--- src/design/vita_pkg.sv ---
// VITA packet conversion types
package vita_pkg;

   // buffer geometry
   localparam int BUF_SIZE = 9;

   typedef logic [BUF_SIZE-1:0] buf_adr_t;

   // flags in 35:32, data in 31:0
   typedef logic [35:0] buf_word_t;

   localparam buf_adr_t HEADER_OFFSET = '0;

   // settings bus address of the convert enable bit
   localparam logic [7:0] SET_ADDR_CONVERT = 8'd0;

   // word flag codes
   localparam logic [3:0] FLAG_DATA    = 4'h0;
   localparam logic [3:0] FLAG_TRAILER = 4'h2;

   typedef struct packed {
      logic        stb;
      logic [7:0]  addr;
      logic [31:0] data;
   } set_bus_t;

   // decoded fields of the first header word
   typedef struct packed {
      logic       is_if_data;
      logic       has_streamid;
      logic       has_classid;
      logic       has_trailer;
      logic [3:0] hdr_len;
   } vita_hdr_t;

   // engine side of the buffer access port
   typedef struct packed {
      logic      we;
      buf_adr_t  adr;
      buf_word_t dat;
   } acc_req_t;

   typedef struct packed {
      logic      ok;
      buf_adr_t  len;
      buf_word_t dat;
   } acc_rsp_t;

   typedef enum logic [3:0] {
      IDLE,
      IDLE_RD,
      PARSE_HEADER,
      READ_TRAILER,
      WRITE_TRAILER,
      READ,
      READ_WAIT,
      WRITE_1,
      WRITE_0,
      WRITE_HEADER,
      DONE
   } engine_state_e;

endpackage

--- src/design/dspengine_8to16.sv ---
// In-place 8 to 16 bit IQ widening engine
`timescale 1ns/1ns

module dspengine_8to16
   (
   input  logic               clk,
   input  logic               rst_n_i,
   input  vita_pkg::set_bus_t set_i,
   input  vita_pkg::acc_rsp_t rsp_i,
   output vita_pkg::acc_req_t req_o,
   output logic               done_o
   );

   import vita_pkg::*;

   engine_state_e state;

   logic          convert;
   vita_hdr_t     hdr;
   logic [3:0]    hdr_len_reg;
   buf_adr_t      read_adr;
   buf_adr_t      write_adr;
   buf_adr_t      data_in_len;
   buf_adr_t      trailer_adr;
   logic          odd;
   logic          is_odd;
   logic          wait_for_trailer;
   logic [31:0]   new_header;
   logic [31:0]   new_trailer;
   logic [7:0]    i8_0;
   logic [7:0]    q8_0;

   vita_hdr_decode hdr_dec
      (
      .word_i (rsp_i.dat[31:0]),
      .hdr_o  (hdr)
      );

   // convert enable setting
   always_ff @(posedge clk or negedge rst_n_i)
   begin
      if (!rst_n_i)
         convert <= 1'b0;
      else if (set_i.stb && (set_i.addr == SET_ADDR_CONVERT))
         convert <= set_i.data[0];
   end

   // trailer flags a half-filled last payload word
   assign is_odd = rsp_i.dat[22] & rsp_i.dat[10];

   // widened trailer sits after 2 words per payload word, one less if odd
   assign trailer_adr = buf_adr_t'(hdr_len_reg) + (data_in_len << 1)
                        - buf_adr_t'(is_odd) + HEADER_OFFSET;

   always_ff @(posedge clk or negedge rst_n_i)
   begin
      if (!rst_n_i)
      begin
         state            <= IDLE;
         read_adr         <= HEADER_OFFSET;
         write_adr        <= HEADER_OFFSET;
         odd              <= 1'b0;
         wait_for_trailer <= 1'b0;
      end
      else
      begin
         case (state)
            IDLE:
            begin
               read_adr  <= HEADER_OFFSET;
               write_adr <= HEADER_OFFSET;
               if (rsp_i.ok)
                  state <= IDLE_RD;
            end
            // header read is in flight
            IDLE_RD:
               state <= PARSE_HEADER;
            PARSE_HEADER:
            begin
               if (!hdr.is_if_data || !convert || !hdr.has_trailer)
                  state <= WRITE_HEADER;
               else
               begin
                  read_adr         <= rsp_i.len - buf_adr_t'(1);
                  wait_for_trailer <= 1'b0;
                  state            <= READ_TRAILER;
               end
            end
            // second cycle has the trailer word on the read data
            READ_TRAILER:
            begin
               wait_for_trailer <= 1'b1;
               odd              <= is_odd;
               write_adr        <= trailer_adr;
               if (wait_for_trailer)
                  state <= WRITE_TRAILER;
            end
            WRITE_TRAILER:
            begin
               read_adr <= read_adr - buf_adr_t'(1);
               if (write_adr == (buf_adr_t'(hdr_len_reg) + HEADER_OFFSET))
               begin
                  // no payload to move
                  write_adr <= HEADER_OFFSET;
                  state     <= WRITE_HEADER;
               end
               else
               begin
                  write_adr <= write_adr - buf_adr_t'(1);
                  state     <= READ;
               end
            end
            READ:
            begin
               read_adr <= read_adr - buf_adr_t'(1);
               odd      <= 1'b0;
               if (odd)
                  state <= READ_WAIT;
               else
                  state <= WRITE_1;
            end
            // odd word, high half is dropped
            READ_WAIT:
               state <= WRITE_0;
            WRITE_1:
            begin
               write_adr <= write_adr - buf_adr_t'(1);
               state     <= WRITE_0;
            end
            WRITE_0:
            begin
               if (write_adr == (buf_adr_t'(hdr_len_reg) + HEADER_OFFSET))
               begin
                  write_adr <= HEADER_OFFSET;
                  state     <= WRITE_HEADER;
               end
               else
               begin
                  write_adr <= write_adr - buf_adr_t'(1);
                  state     <= READ;
               end
            end
            WRITE_HEADER:
               state <= DONE;
            DONE:
            begin
               read_adr  <= HEADER_OFFSET;
               write_adr <= HEADER_OFFSET;
               state     <= IDLE;
            end
            default:
               state <= IDLE;
         endcase
      end
   end

   // header, trailer and sample captures
   always_ff @(posedge clk)
   begin
      {i8_0, q8_0} <= rsp_i.dat[15:0];
      case (state)
         PARSE_HEADER:
         begin
            new_header  <= {rsp_i.dat[31:16], 16'(rsp_i.len - HEADER_OFFSET)};
            hdr_len_reg <= hdr.hdr_len;
            data_in_len <= rsp_i.len - buf_adr_t'(hdr.hdr_len) - HEADER_OFFSET
                           - buf_adr_t'(1);
         end
         READ_TRAILER:
            new_trailer <= rsp_i.dat[31:0];
         // new length is the trailer address plus one
         WRITE_TRAILER:
            new_header[15:0] <= 16'(write_adr - HEADER_OFFSET) + 16'd1;
         default:
         begin
         end
      endcase
   end

   always_comb
   begin
      req_o.we = (state == WRITE_HEADER) || (state == WRITE_TRAILER)
                 || (state == WRITE_1) || (state == WRITE_0);
      req_o.adr = req_o.we ? write_adr : read_adr;
      case (state)
         WRITE_HEADER:
            req_o.dat = {FLAG_DATA, new_header};
         WRITE_TRAILER:
            req_o.dat = {FLAG_TRAILER, new_trailer};
         // sample in the upper byte of each 16 bit half
         WRITE_1:
            req_o.dat = {FLAG_DATA, rsp_i.dat[31:24], 8'd0, rsp_i.dat[23:16], 8'd0};
         WRITE_0:
            req_o.dat = {FLAG_DATA, i8_0, 8'd0, q8_0, 8'd0};
         default:
            req_o.dat = '0;
      endcase
   end

   assign done_o = (state == DONE);

   // widened packet must stay inside the buffer
   a_write_in_range: assert property (@(posedge clk) disable iff (!rst_n_i)
      req_o.we |-> (req_o.adr != '1));

endmodule

--- src/design/vita_hdr_decode.sv ---
// VITA header decoder
`timescale 1ns/1ns

module vita_hdr_decode
   (
   input  logic [31:0]         word_i,
   output vita_pkg::vita_hdr_t hdr_o
   );

   import vita_pkg::*;

   logic       has_secs;
   logic       has_tics;
   logic [3:0] len_sum;

   // integer and fractional timestamp types, nonzero means present
   assign has_secs = |word_i[23:22];
   assign has_tics = |word_i[21:20];

   // header word itself, then optional stream id, class id and time words
   always_comb
   begin
      len_sum = 4'd1;
      len_sum = len_sum + {3'd0, word_i[28]};
      len_sum = len_sum + {2'd0, word_i[27], 1'b0};
      len_sum = len_sum + {3'd0, has_secs};
      len_sum = len_sum + {2'd0, has_tics, 1'b0};
   end

   always_comb
   begin
      // packet types 0 and 1 are IF data with and without stream id
      hdr_o.is_if_data   = (word_i[31:29] == 3'b000);
      hdr_o.has_streamid = word_i[28];
      hdr_o.has_classid  = word_i[27];
      hdr_o.has_trailer  = word_i[26];
      // bits 25:24 carry SOB/EOB and do not affect the layout
      hdr_o.hdr_len      = len_sum;
   end

endmodule

--- config.mk ---
export PLATFORM = sky130hd
export DESIGN_NAME = dspengine_8to16
export DESIGN_NICKNAME = d
export VERILOG_FILES = /design/src/design/vita_pkg.sv /design/src/design/dspengine_8to16.sv /design/src/design/vita_hdr_decode.sv
export SDC_FILE = /design/constraint.sdc
export NUM_CORES = 1
export LEC_CHECK = 0
export BUFFER_PORTS_ARGS = -buffer_cell sky130_fd_sc_hd__buf_2
export CELL_PAD_IN_SITES_DETAIL_PLACEMENT = 1
export CELL_PAD_IN_SITES_GLOBAL_PLACEMENT = 2
export CORE_UTILIZATION = 37
export DETAILED_ROUTE_END_ITERATION = 16
export PLACE_DENSITY = 0.89
export SLEW_MARGIN = 0
export SYNTH_ARGS = -nofsm -noshare
export SYNTH_HDL_FRONTEND = slang
export SYNTH_SLANG_ARGS = --single-unit
export TNS_END_PERCENT = 20
--- constraint.sdc ---
create_clock -name clk -period 8.72 [get_ports clk]
set_clock_uncertainty 0.05 [all_clocks]
set_input_delay 1.744 -clock clk [delete_from_list [all_inputs] [get_ports clk]]
set_output_delay 1.744 -clock clk [all_outputs]
set_load 0.005 [all_outputs]
Word-level counts from Yosys, hierarchy flattened
Index checks and enable logic that the tools add are counted.
{"block": "totals", "inputBits": 89, "output_inout_bits": 47, "register_bits": 117}
{"block": "classes", "mux": 16, "n_reduce_logical": 26, "eq_ne": 14, "bitwise_logic": 1, "addsub": 12}
{"op": "one-hot mux 34 bit (4 select lines)", "n": 1}
{"op": "one-hot mux 9 bit (4 select lines)", "n": 1}
{"op": "one-hot mux 16 bit (2 select lines)", "n": 1}
{"op": "one-hot mux 4 bit (8 select lines)", "n": 1}
{"op": "two-way mux 9 bit", "n": 3}
{"op": "one-hot mux 9 bit (3 select lines)", "n": 1}
{"op": "subtractor 9 x 1 -> 9 bit, second input constant", "n": 3}
{"op": "equality test 4 x 3 -> 1 bit, second input constant", "n": 4}
{"op": "two-way mux 4 bit", "n": 4}
{"op": "equality test 4 bit, second input constant", "n": 3}
{"op": "OR reduction 2 bit", "n": 6}
{"op": "adder 9 x 1 -> 10 bit, second input constant", "n": 1}
{"op": "adder 4 x 9 -> 9 bit", "n": 1}
{"op": "equality test 9 x 4 -> 1 bit", "n": 1}
{"op": "subtractor 9 x 1 -> 9 bit", "n": 1}
{"op": "adder 4 x 2 -> 4 bit", "n": 2}
{"op": "equality test 4 x 2 -> 1 bit, second input constant", "n": 2}
{"op": "logical NOT 8 bit", "n": 1}
{"op": "subtractor 8 x 1 -> 8 bit, second input constant", "n": 1}
{"op": "subtractor 8 x 4 -> 8 bit", "n": 1}
{"op": "!= test 2 bit, second input constant", "n": 3}
{"op": "AND reduction 2 bit", "n": 3}
{"op": "nonzero test 2 bit", "n": 3}
{"op": "logical OR 1 bit", "n": 5}
{"op": "12 further kinds", "n": 16}

Longest topological paths before layout
Gate-level depths: netlist (run 1).
{"block": "logic_depth", "word_depth": 6, "ltp_mapped": 11, "ltp_nobuf": 11}

Modules after synthesis
From an unflattened synthesis (run 1), not the netlist that was laid out.
{"block": "unflattened", "hier_cells": 527, "area_unflattened_um2": 5699.2}
{"mod": "dspengine_8to16", "n_inst": 1, "cells_per_inst": 514, "seq_area_each_um2": 3047.9, "area_each_um2": 5606.6}
{"mod": "vita_hdr_decode", "n_inst": 1, "cells_per_inst": 13, "seq_area_each_um2": 0.0, "area_each_um2": 92.6}

Least setup slack after synthesis (run 1)
OpenSTA, ideal clock, no wires.
{"block": "synth_timing", "kind": "input to output", "startpoint": "input port rsp_i[24] (netlist bit)", "endpoint": "output port req_o[24] (netlist bit)", "n_path_buf": 0, "t_required_ns": 6.926, "path_stages": 2, "slack_ns": 4.734, "arrival_ns": 2.192, "path_cell_list": "a22o_1 -> a221o_1"}
{"element": "from (decl)", "line_no": "dspengine_8to16.sv:9", "rtl": "input vita_pkg::acc_rsp_t rsp_i,"}
{"element": "to (decl)", "line_no": "dspengine_8to16.sv:10", "rtl": "output vita_pkg::acc_req_t req_o,"}

==> run summary, run 1 <==
## Yosys
- **most area-consuming cells after synthesis** sky130_fd_sc_hd__edfxtp_1 (37%), sky130_fd_sc_hd__dfrtp_1 (11%), sky130_fd_sc_hd__dfxtp_1 (5.6%)
- **Yosys top cell by area** sky130_fd_sc_hd__edfxtp_1
- **number of enable flip-flop cells after synthesis** 70
- **Avg Synthesized Cell Area** 11.06 um2
- **synth warn** 0
- **register bit count reported by yosys** 111
- **sequential cell area fraction in the yosys report** 0.5319
- **netlist area before placement** 5730 um2
- **Gate Count Post-Synth** 518
- **area fraction of the dominant cell type after synthesis** 0.3668
- **unique cell type count in the Yosys netlist** 68
- **proportion of register bits with asynchronous set or reset after synthesis** 0.2252
- **ys flop type** sky130_fd_sc_hd__edfxtp_1

## Drt
- **Wirelength per Cell** 20.30 um
- **number of DRC violations after detailed routing** 0
- **WL final** 16,060 um
- **final antenna-violating net count** 0
- **via-per-instance ratio** 5.607
- **number of violations reported at the end of detailed-routing iteration 0** 294
- **Initial DRT Pass Iterations** 5
- **Via Count** 4,435

## Critical path
- **delay of the slowest cell on the worst path** 0.70 ns
- **Crit Path Class** reg2out
- **Critical Path Slowest Stage Cell** sky130_fd_sc_hd__inv_2
- **depth of the worst register-to-register path** 5
- **maximum fanout count along the critical path** 48
- **arrival time reported for the critical path endpoint** 2.96 ns
- **r2r setup slk** 5.86 ns
- **type of destination of the critical path** output port
- **combined buffer and inverter count along the critical path** 3
- **category of cells accounting for the largest share of critical-path delay** buffers and inverters
- **critical path depth in cells** 6
- **Cell Chain, Critical Path** nor3b_4, nand2_1, inv_2, a222oi_1, inv_1, buf_2
- **launching element type of the critical path** flip-flop
- **Crit path required time** 6.93 ns

## STA
- **final worst path period share** 0.5456
- **top achievable clock speed** 210.2 MHz
- **shortest clock period the worst path allows after layout** 4.758 ns
- **relative max-transition margin** 0.4072
- **number of slew-limit violations in the final report** 0
- **final setup TNS** 0 ns
- **hold violation total from the final report** 0
- **unrepaired setup endpoints after global routing** no
- **setup-violating endpoint count in the final report** 0
- **slew at the pin closest to its max-slew limit** 0.8880 ns

## Pwr
- **portion of total power attributed to combinational logic** 0.392
- **internal cell power** 1.249 mW
- **Switching Fraction** 0.3860
- **power density over cell area** 307.0 nW/um2
- **part of the total power dissipated in the clock network** 0.203
- **part of the total power dissipated in sequential elements** 0.405
- **switching power total** 0.7852 mW
- **maximum resistive drop on vdd** 0.1008 mV
- **PnR Total Power** 2.034 mW
- **Leakage Power** 2.809 nW

## Floorplan
- **top-level port count** 136
- **Die H** 126.5 um
- **die extent in x** 126.5 um
- **placeable core region** 15,150 um2
- **die footprint** 15,990 um2
- **floorplan row count** 45
- **Initial Util** 0.3784

## Global route
- **global-route usage over all layers** 0.2077
- **first-pass GRT wire length** 25,360 um
- **number of antenna violations at the first check in global routing** 0
- **GR Overflow Total** 0
- **vias in the first global route** 4,634
- **largest net degree at the start of global routing** 49

## Cells and area
- **count of antenna diodes in the layout** 0
- **post-layout util** 0.4375
- **count of non-filler cells in the finished layout** 791
- **flip-flop count of the largest register after layout** 32
- **Net count, final** 708
- **register with the most flip-flops** new_trailer
- **share of post-route cells with drive strength above 1** 0.2239
- **biggest regs** new_trailer (32), new_header (26)
- **Filler Cell Count** 1,654
- **area grow syn2layout** 15.63%

## Place
- **Port-buffer cells** 97
- **Post-Place Cells** 775
- **post-detail-place hpwl** 11,790 um
- **final estimated routing congestion in global placement** 0.8029

## Clock network
- **clock tree from TritonCTS** done
- **number of buffers inserted by post-CTS setup repair** 0
- **# hold bufs at CTS** 0
- **cell chosen for the clock root** sky130_fd_sc_hd__clkbuf_16
- **insertion delay to the later sink of the worst-skew pair** 0.35 ns
- **CTS HTree Levels** 3
- **number of gates given a new drive strength after cts** 0
- **deepest clock path buffer count** 2
- **clk slew on worst S/H paths** 0.08 ns
- **number of sinks handled by clock tree synthesis** 111
- **number of buffers created by CTS** 9

## Hold path
- **cell count of the worst hold path** 1
- **worst hold path class** reg2reg

## Run status
- **run status** completed

## Job
- **max-capacitance violation count** 0

==> Yosys cell counts, types with 4 or more instances <==
cell,count
sky130_fd_sc_hd__nor2b_1,4
sky130_fd_sc_hd__dfxtp_1,16
sky130_fd_sc_hd__xnor2_1,16
sky130_fd_sc_hd__a21o_1,4
sky130_fd_sc_hd__nand2_1,24
sky130_fd_sc_hd__nand2b_1,4
sky130_fd_sc_hd__o21a_1,4
sky130_fd_sc_hd__xor2_1,15
sky130_fd_sc_hd__o211ai_1,4
sky130_fd_sc_hd__clkbuf_1,18
sky130_fd_sc_hd__buf_4,4
sky130_fd_sc_hd__or3_1,4
sky130_fd_sc_hd__buf_2,11
sky130_fd_sc_hd__a222oi_1,6
sky130_fd_sc_hd__a22o_1,26
sky130_fd_sc_hd__a221o_1,11
sky130_fd_sc_hd__a21oi_1,25
sky130_fd_sc_hd__mux2_2,5
sky130_fd_sc_hd__nor2_1,36
sky130_fd_sc_hd__nor4_1,4
sky130_fd_sc_hd__edfxtp_1,70
sky130_fd_sc_hd__ha_1,19
sky130_fd_sc_hd__o21ai_0,22
sky130_fd_sc_hd__inv_1,42
sky130_fd_sc_hd__nor3_1,11
sky130_fd_sc_hd__dfrtp_1,25
sky130_fd_sc_hd__nand3_1,15
sky130_fd_sc_hd__a211oi_1,5
==> layout by cell type (no fill, tap or decap), types with 16 or more instances in the layout <==
cell / count
sky130_fd_sc_hd__dfxtp_1: 16
sky130_fd_sc_hd__o21ai_0: 22
sky130_fd_sc_hd__buf_2: 97
sky130_fd_sc_hd__nor2_1: 35
sky130_fd_sc_hd__a22o_1: 26
sky130_fd_sc_hd__a21oi_1: 25
sky130_fd_sc_hd__nand2_1: 24
sky130_fd_sc_hd__xnor2_1: 16
sky130_fd_sc_hd__ha_1: 19
sky130_fd_sc_hd__edfxtp_1: 70
sky130_fd_sc_hd__inv_1: 42
sky130_fd_sc_hd__dfrtp_1: 25
==> power groups by stage <==
stage / Combinational (mW) / Sequential (mW) / Clock, mW
5_1_grt: 0.879 / 0.838 / 0.444
3_5_place_dp: 0.799 / 0.832 / 0
6_report: 0.797 / 0.824 / 0.413
3_3_place_gp: 0.765 / 0.821 / 0
4_1_cts: 0.803 / 0.822 / 0.423
2_1_floorplan: 0.607 / 0.744 / 0
==> logic make-up (layout without fill, tap and decap cells) <==
| kind of cell | Yosys count | after routing | share of synthesized area |
|---|---|---|---|
| adder cells (fa/ha/maj) | 21 | 21 | 0.04847 |
| flip-flops | 111 | 111 | 0.5319 |
| multiplexers | 10 | 10 | 0.01921 |
| AND/OR/NAND/NOR | 129 | 129 | 0.1188 |
| XOR/XNOR | 31 | 31 | 0.04738 |
| other | 1 | 3 | 0.0006544 |
| buffers and inverters | 79 | 162 | 0.05808 |
| AO/OA/AOI/OAI | 136 | 136 | 0.1756 |
==> per-stage QoR <==
stage | instance area [um2] | setup slack [ns] | hold slack, ns
floorplan | 5738 | 4.734 | 0.4207
global placement | 6331 | 4.402 | 0.4495
detailed placement | 6331 | 4.325 | 0.4729
CTS | 6626 | 3.929 | 0.4922
global route | 6626 | 3.661 | 0.5069
finish | 6626 | 3.962 | 0.4938
==> layer usage <==
layer | vias to the layer above | share of wire | global-route usage | wire length (um)
met2 | 120 | 0.52 | 0.3676 | 8400
met1 | 2227 | 0.42 | 0.2544 | 6679
li1 | 2062 | - | - | -
met3 | 26 | 0.040 | 0.03796 | 646
met4 | 0 | 0.021 | 0.07016 | 330
met5 | - | 0 | 0 | 0
==> cell type report <==
cell class              count  area, um2  area share
well taps                 188      235.2     0.03550
multi-input cells         330       2360      0.3561
clock buffers              10      229.0     0.03455
flip-flops and latches    111       3048      0.4600
inverters                  44      165.2     0.02492
clock inverters             6      66.31     0.01001
repair buffers            102      523.0     0.07893
==> worst paths after layout <==
check	from	endpoint
worst min-delay path	convert	convert
worst min register to register	convert	convert
worst max register to register	state[1]	write_adr[6]
max in group asynchronous	rst_n_i	odd
min in group asynchronous	rst_n_i	read_adr[7]
worst max-delay path	state[2]	req_o[10]
Note: power is estimated with default switching activity, not from simulation.
==> inputs of run 2 (changes only) <==
- CORE_UTILIZATION: 37 -> 31
- PLACE_DENSITY: 0.89 -> 0.8
- clock period: 8.72 -> 3.8 ns (I/O delays scaled with it)
==> run summary, run 2 (synthesized netlist as in run 1, its figures left out) <==
## Run status
- **run status** completed

## Place
- **Port-buffer cells** 97, unchanged
- **DP Worst Slack** 0.5123 ns, -3.813 ns
- **final estimated routing congestion in global placement** 0.8110, +1.0%
- **post-detail-place hpwl** 12,020 um, +1.9%

## STA
- **final worst path period share** 0.8892
- **min setup slack post-route** 0.4210 ns, -3.541 ns
- **top achievable clock speed** 295.9 MHz
- **shortest clock period the worst path allows after layout** 3.379 ns
- **unrepaired setup endpoints after global routing** no
- **number of slew-limit violations in the final report** 0, unchanged
- **slew at the pin closest to its max-slew limit** 0.7314 ns, -0.1565 ns
- **final setup TNS** 0 ns, unchanged
- **setup-violating endpoint count in the final report** 0, unchanged
- **hold violation total from the final report** 0, unchanged
- **relative max-transition margin** 0.5086, +0.1015

## Clock network
- **cell chosen for the clock root** sky130_fd_sc_hd__clkbuf_16
- **clock tree from TritonCTS** done
- **number of buffers created by CTS** 9, unchanged
- **# hold bufs at CTS** 0, unchanged
- **deepest clock path buffer count** 2, unchanged
- **insertion delay to the later sink of the worst-skew pair** 0.36 ns, about the same
- **number of buffers inserted by post-CTS setup repair** 0, unchanged
- **number of gates given a new drive strength after cts** 0, unchanged
- **number of sinks handled by clock tree synthesis** 111, unchanged
- **CTS HTree Levels** 3, unchanged
- **clk slew on worst S/H paths** 0.08 ns, about the same

## Global route
- **met1 Track Usage GR** 0.2234, -0.03099
- **vias in the first global route** 4,592, -0.91%
- **largest net degree at the start of global routing** 36, -27%
- **GR Overflow Total** 0, unchanged
- **first-pass GRT wire length** 24,980 um, -1.5%
- **global-route usage over all layers** 0.1779, -0.02985
- **Global Route met3 Usage** 0.03326, -0.004698
- **global routing usage on met2** 0.3067, -0.06090
- **most used routing layer in global routing** met2
- **number of antenna violations at the first check in global routing** 0, unchanged

## Drt
- **Initial DRT Pass Iterations** 5, unchanged
- **Wirelength per Cell** 19.45 um, -4.2%
- **via-per-instance ratio** 5.256, -6.3%
- **WL final** 16,260 um, +1.3%
- **number of violations reported at the end of detailed-routing iteration 0** 305, +3.7%
- **final antenna-violating net count** 0, unchanged
- **Via Count** 4,394, -0.92%
- **number of DRC violations after detailed routing** 0, unchanged

## Critical path
- **critical path endpoint** req_o[33]
- **Crit Path Class** reg2out
- **type of destination of the critical path** output port
- **Critical path origin** state[2]
- **Cell Chain, Critical Path** nor3b_4, nand2_1, inv_2, buf_4, buf_2
- **maximum fanout count along the critical path** 33, -31%
- **startpoint of the worst register-to-register path** state[2]
- **combined buffer and inverter count along the critical path** 3, unchanged
- **Critical Path Slowest Stage Cell** sky130_fd_sc_hd__dfrtp_1
- **r2r setup slk** 1.07 ns, -4.79 ns
- **category of cells accounting for the largest share of critical-path delay** buffers and inverters
- **delay of the slowest cell on the worst path** 0.70 ns, about the same
- **critical path depth in cells** 5, -1
- **worst flop-to-flop path endpoint** new_header[1]
- **launching element type of the critical path** flip-flop
- **depth of the worst register-to-register path** 5, unchanged
- **arrival time reported for the critical path endpoint** 2.57 ns, -0.39 ns
- **Crit path required time** 2.99 ns, -3.94 ns

## Floorplan
- **Initial Util** 0.3179, -0.06043
- **Die H** 138.0 um, +9.1%
- **die footprint** 19,030 um2, +19%
- **floorplan row count** 49, +8.9%
- **die extent in x** 138.0 um, +9.1%
- **top-level port count** 136, unchanged
- **placeable core region** 18,020 um2, +19%

## Hold path
- **worst hold path class** in2async

## Cells and area
- **share of post-route cells with drive strength above 1** 0.2323, +0.008409
- **register with the most flip-flops** new_trailer
- **count of antenna diodes in the layout** 0, unchanged
- **highest-count cells in the layout ignoring fill and taps** sky130_fd_sc_hd__buf_2 (97), sky130_fd_sc_hd__edfxtp_1 (70), sky130_fd_sc_hd__inv_1 (42)
- **area grow syn2layout** 17.55%
- **biggest regs** new_trailer (32), new_header (26)
- **flip-flop count of the largest register after layout** 32, unchanged
- **most frequent standard cell in the layout excluding fill and tap cells** sky130_fd_sc_hd__buf_2
- **Filler Cell Count** 2,057, +24%
- **Net count, final** 712, +0.56%

## Job
- **max-capacitance violation count** 0, unchanged

## Pwr
- **Leakage Power** 2.837 nW, +1.0%
- **power density over cell area** 700.6 nW/um2, +130%
- **maximum resistive drop on vdd** 0.2579 mV, +160%

-- run 2: worst min-delay path by stage --
stage / from / slack [ns] / depth (start not counted) / end
floorplan: rst_n_i / 0.41 / 0 / convert
global placement: wait_for_trailer / 0.46 / 1 / state[0]
detailed placement: convert / 0.47 / 1 / convert
CTS: rst_n_i / 0.37 / 1 / read_adr[7]
global route: rst_n_i / 0.41 / 1 / read_adr[7]
finish: rst_n_i / 0.37 / 1 / read_adr[7]
-- run 2: through the flow --
| step | util | hold slack [ns] | total power [mW] | cells | instance area [um2] |
|---|---|---|---|---|---|
| floorplan | - | 0.4144 | 3.099 | 520 | 5738 |
| global placement | 0.3561 | 0.4611 | 3.689 | 820 | 6419 |
| detailed placement | 0.3561 | 0.4663 | 3.780 | 820 | 6419 |
| CTS | 0.3737 | 0.3713 | 4.773 | 836 | 6736 |
| global route | 0.3737 | 0.4057 | 5.038 | 836 | 6736 |
| finish | 0.3737 | 0.3697 | 4.719 | 836 | 6736 |
-- run 2: report_power, final --
part / internal (mW) / switching (mW)
sequential: 1.60 / 0.280
clock: 0.474 / 0.495
combinational: 0.767 / 1.10
total: 2.84 / 1.88
-- run 2: routing by layer --
layer | wire (um) | share of wire | up-vias
met4 | 273 | 0.017 | 0
met5 | 0 | 0 | -
met1 | 6877 | 0.42 | 2189
li1 | - | - | 2080
met3 | 772 | 0.047 | 17
met2 | 8338 | 0.51 | 108
-- run 2: cell type report --
type	count	area, um2	area share
clock buffer	9	225.2	0.03343
timing repair buffer	106	553.0	0.08210
clock inverter	7	92.59	0.01374
inverter	44	165.2	0.02452
multi-input combinational	330	2366	0.3512
sequential	111	3048	0.4525
tap	229	286.5	0.04253
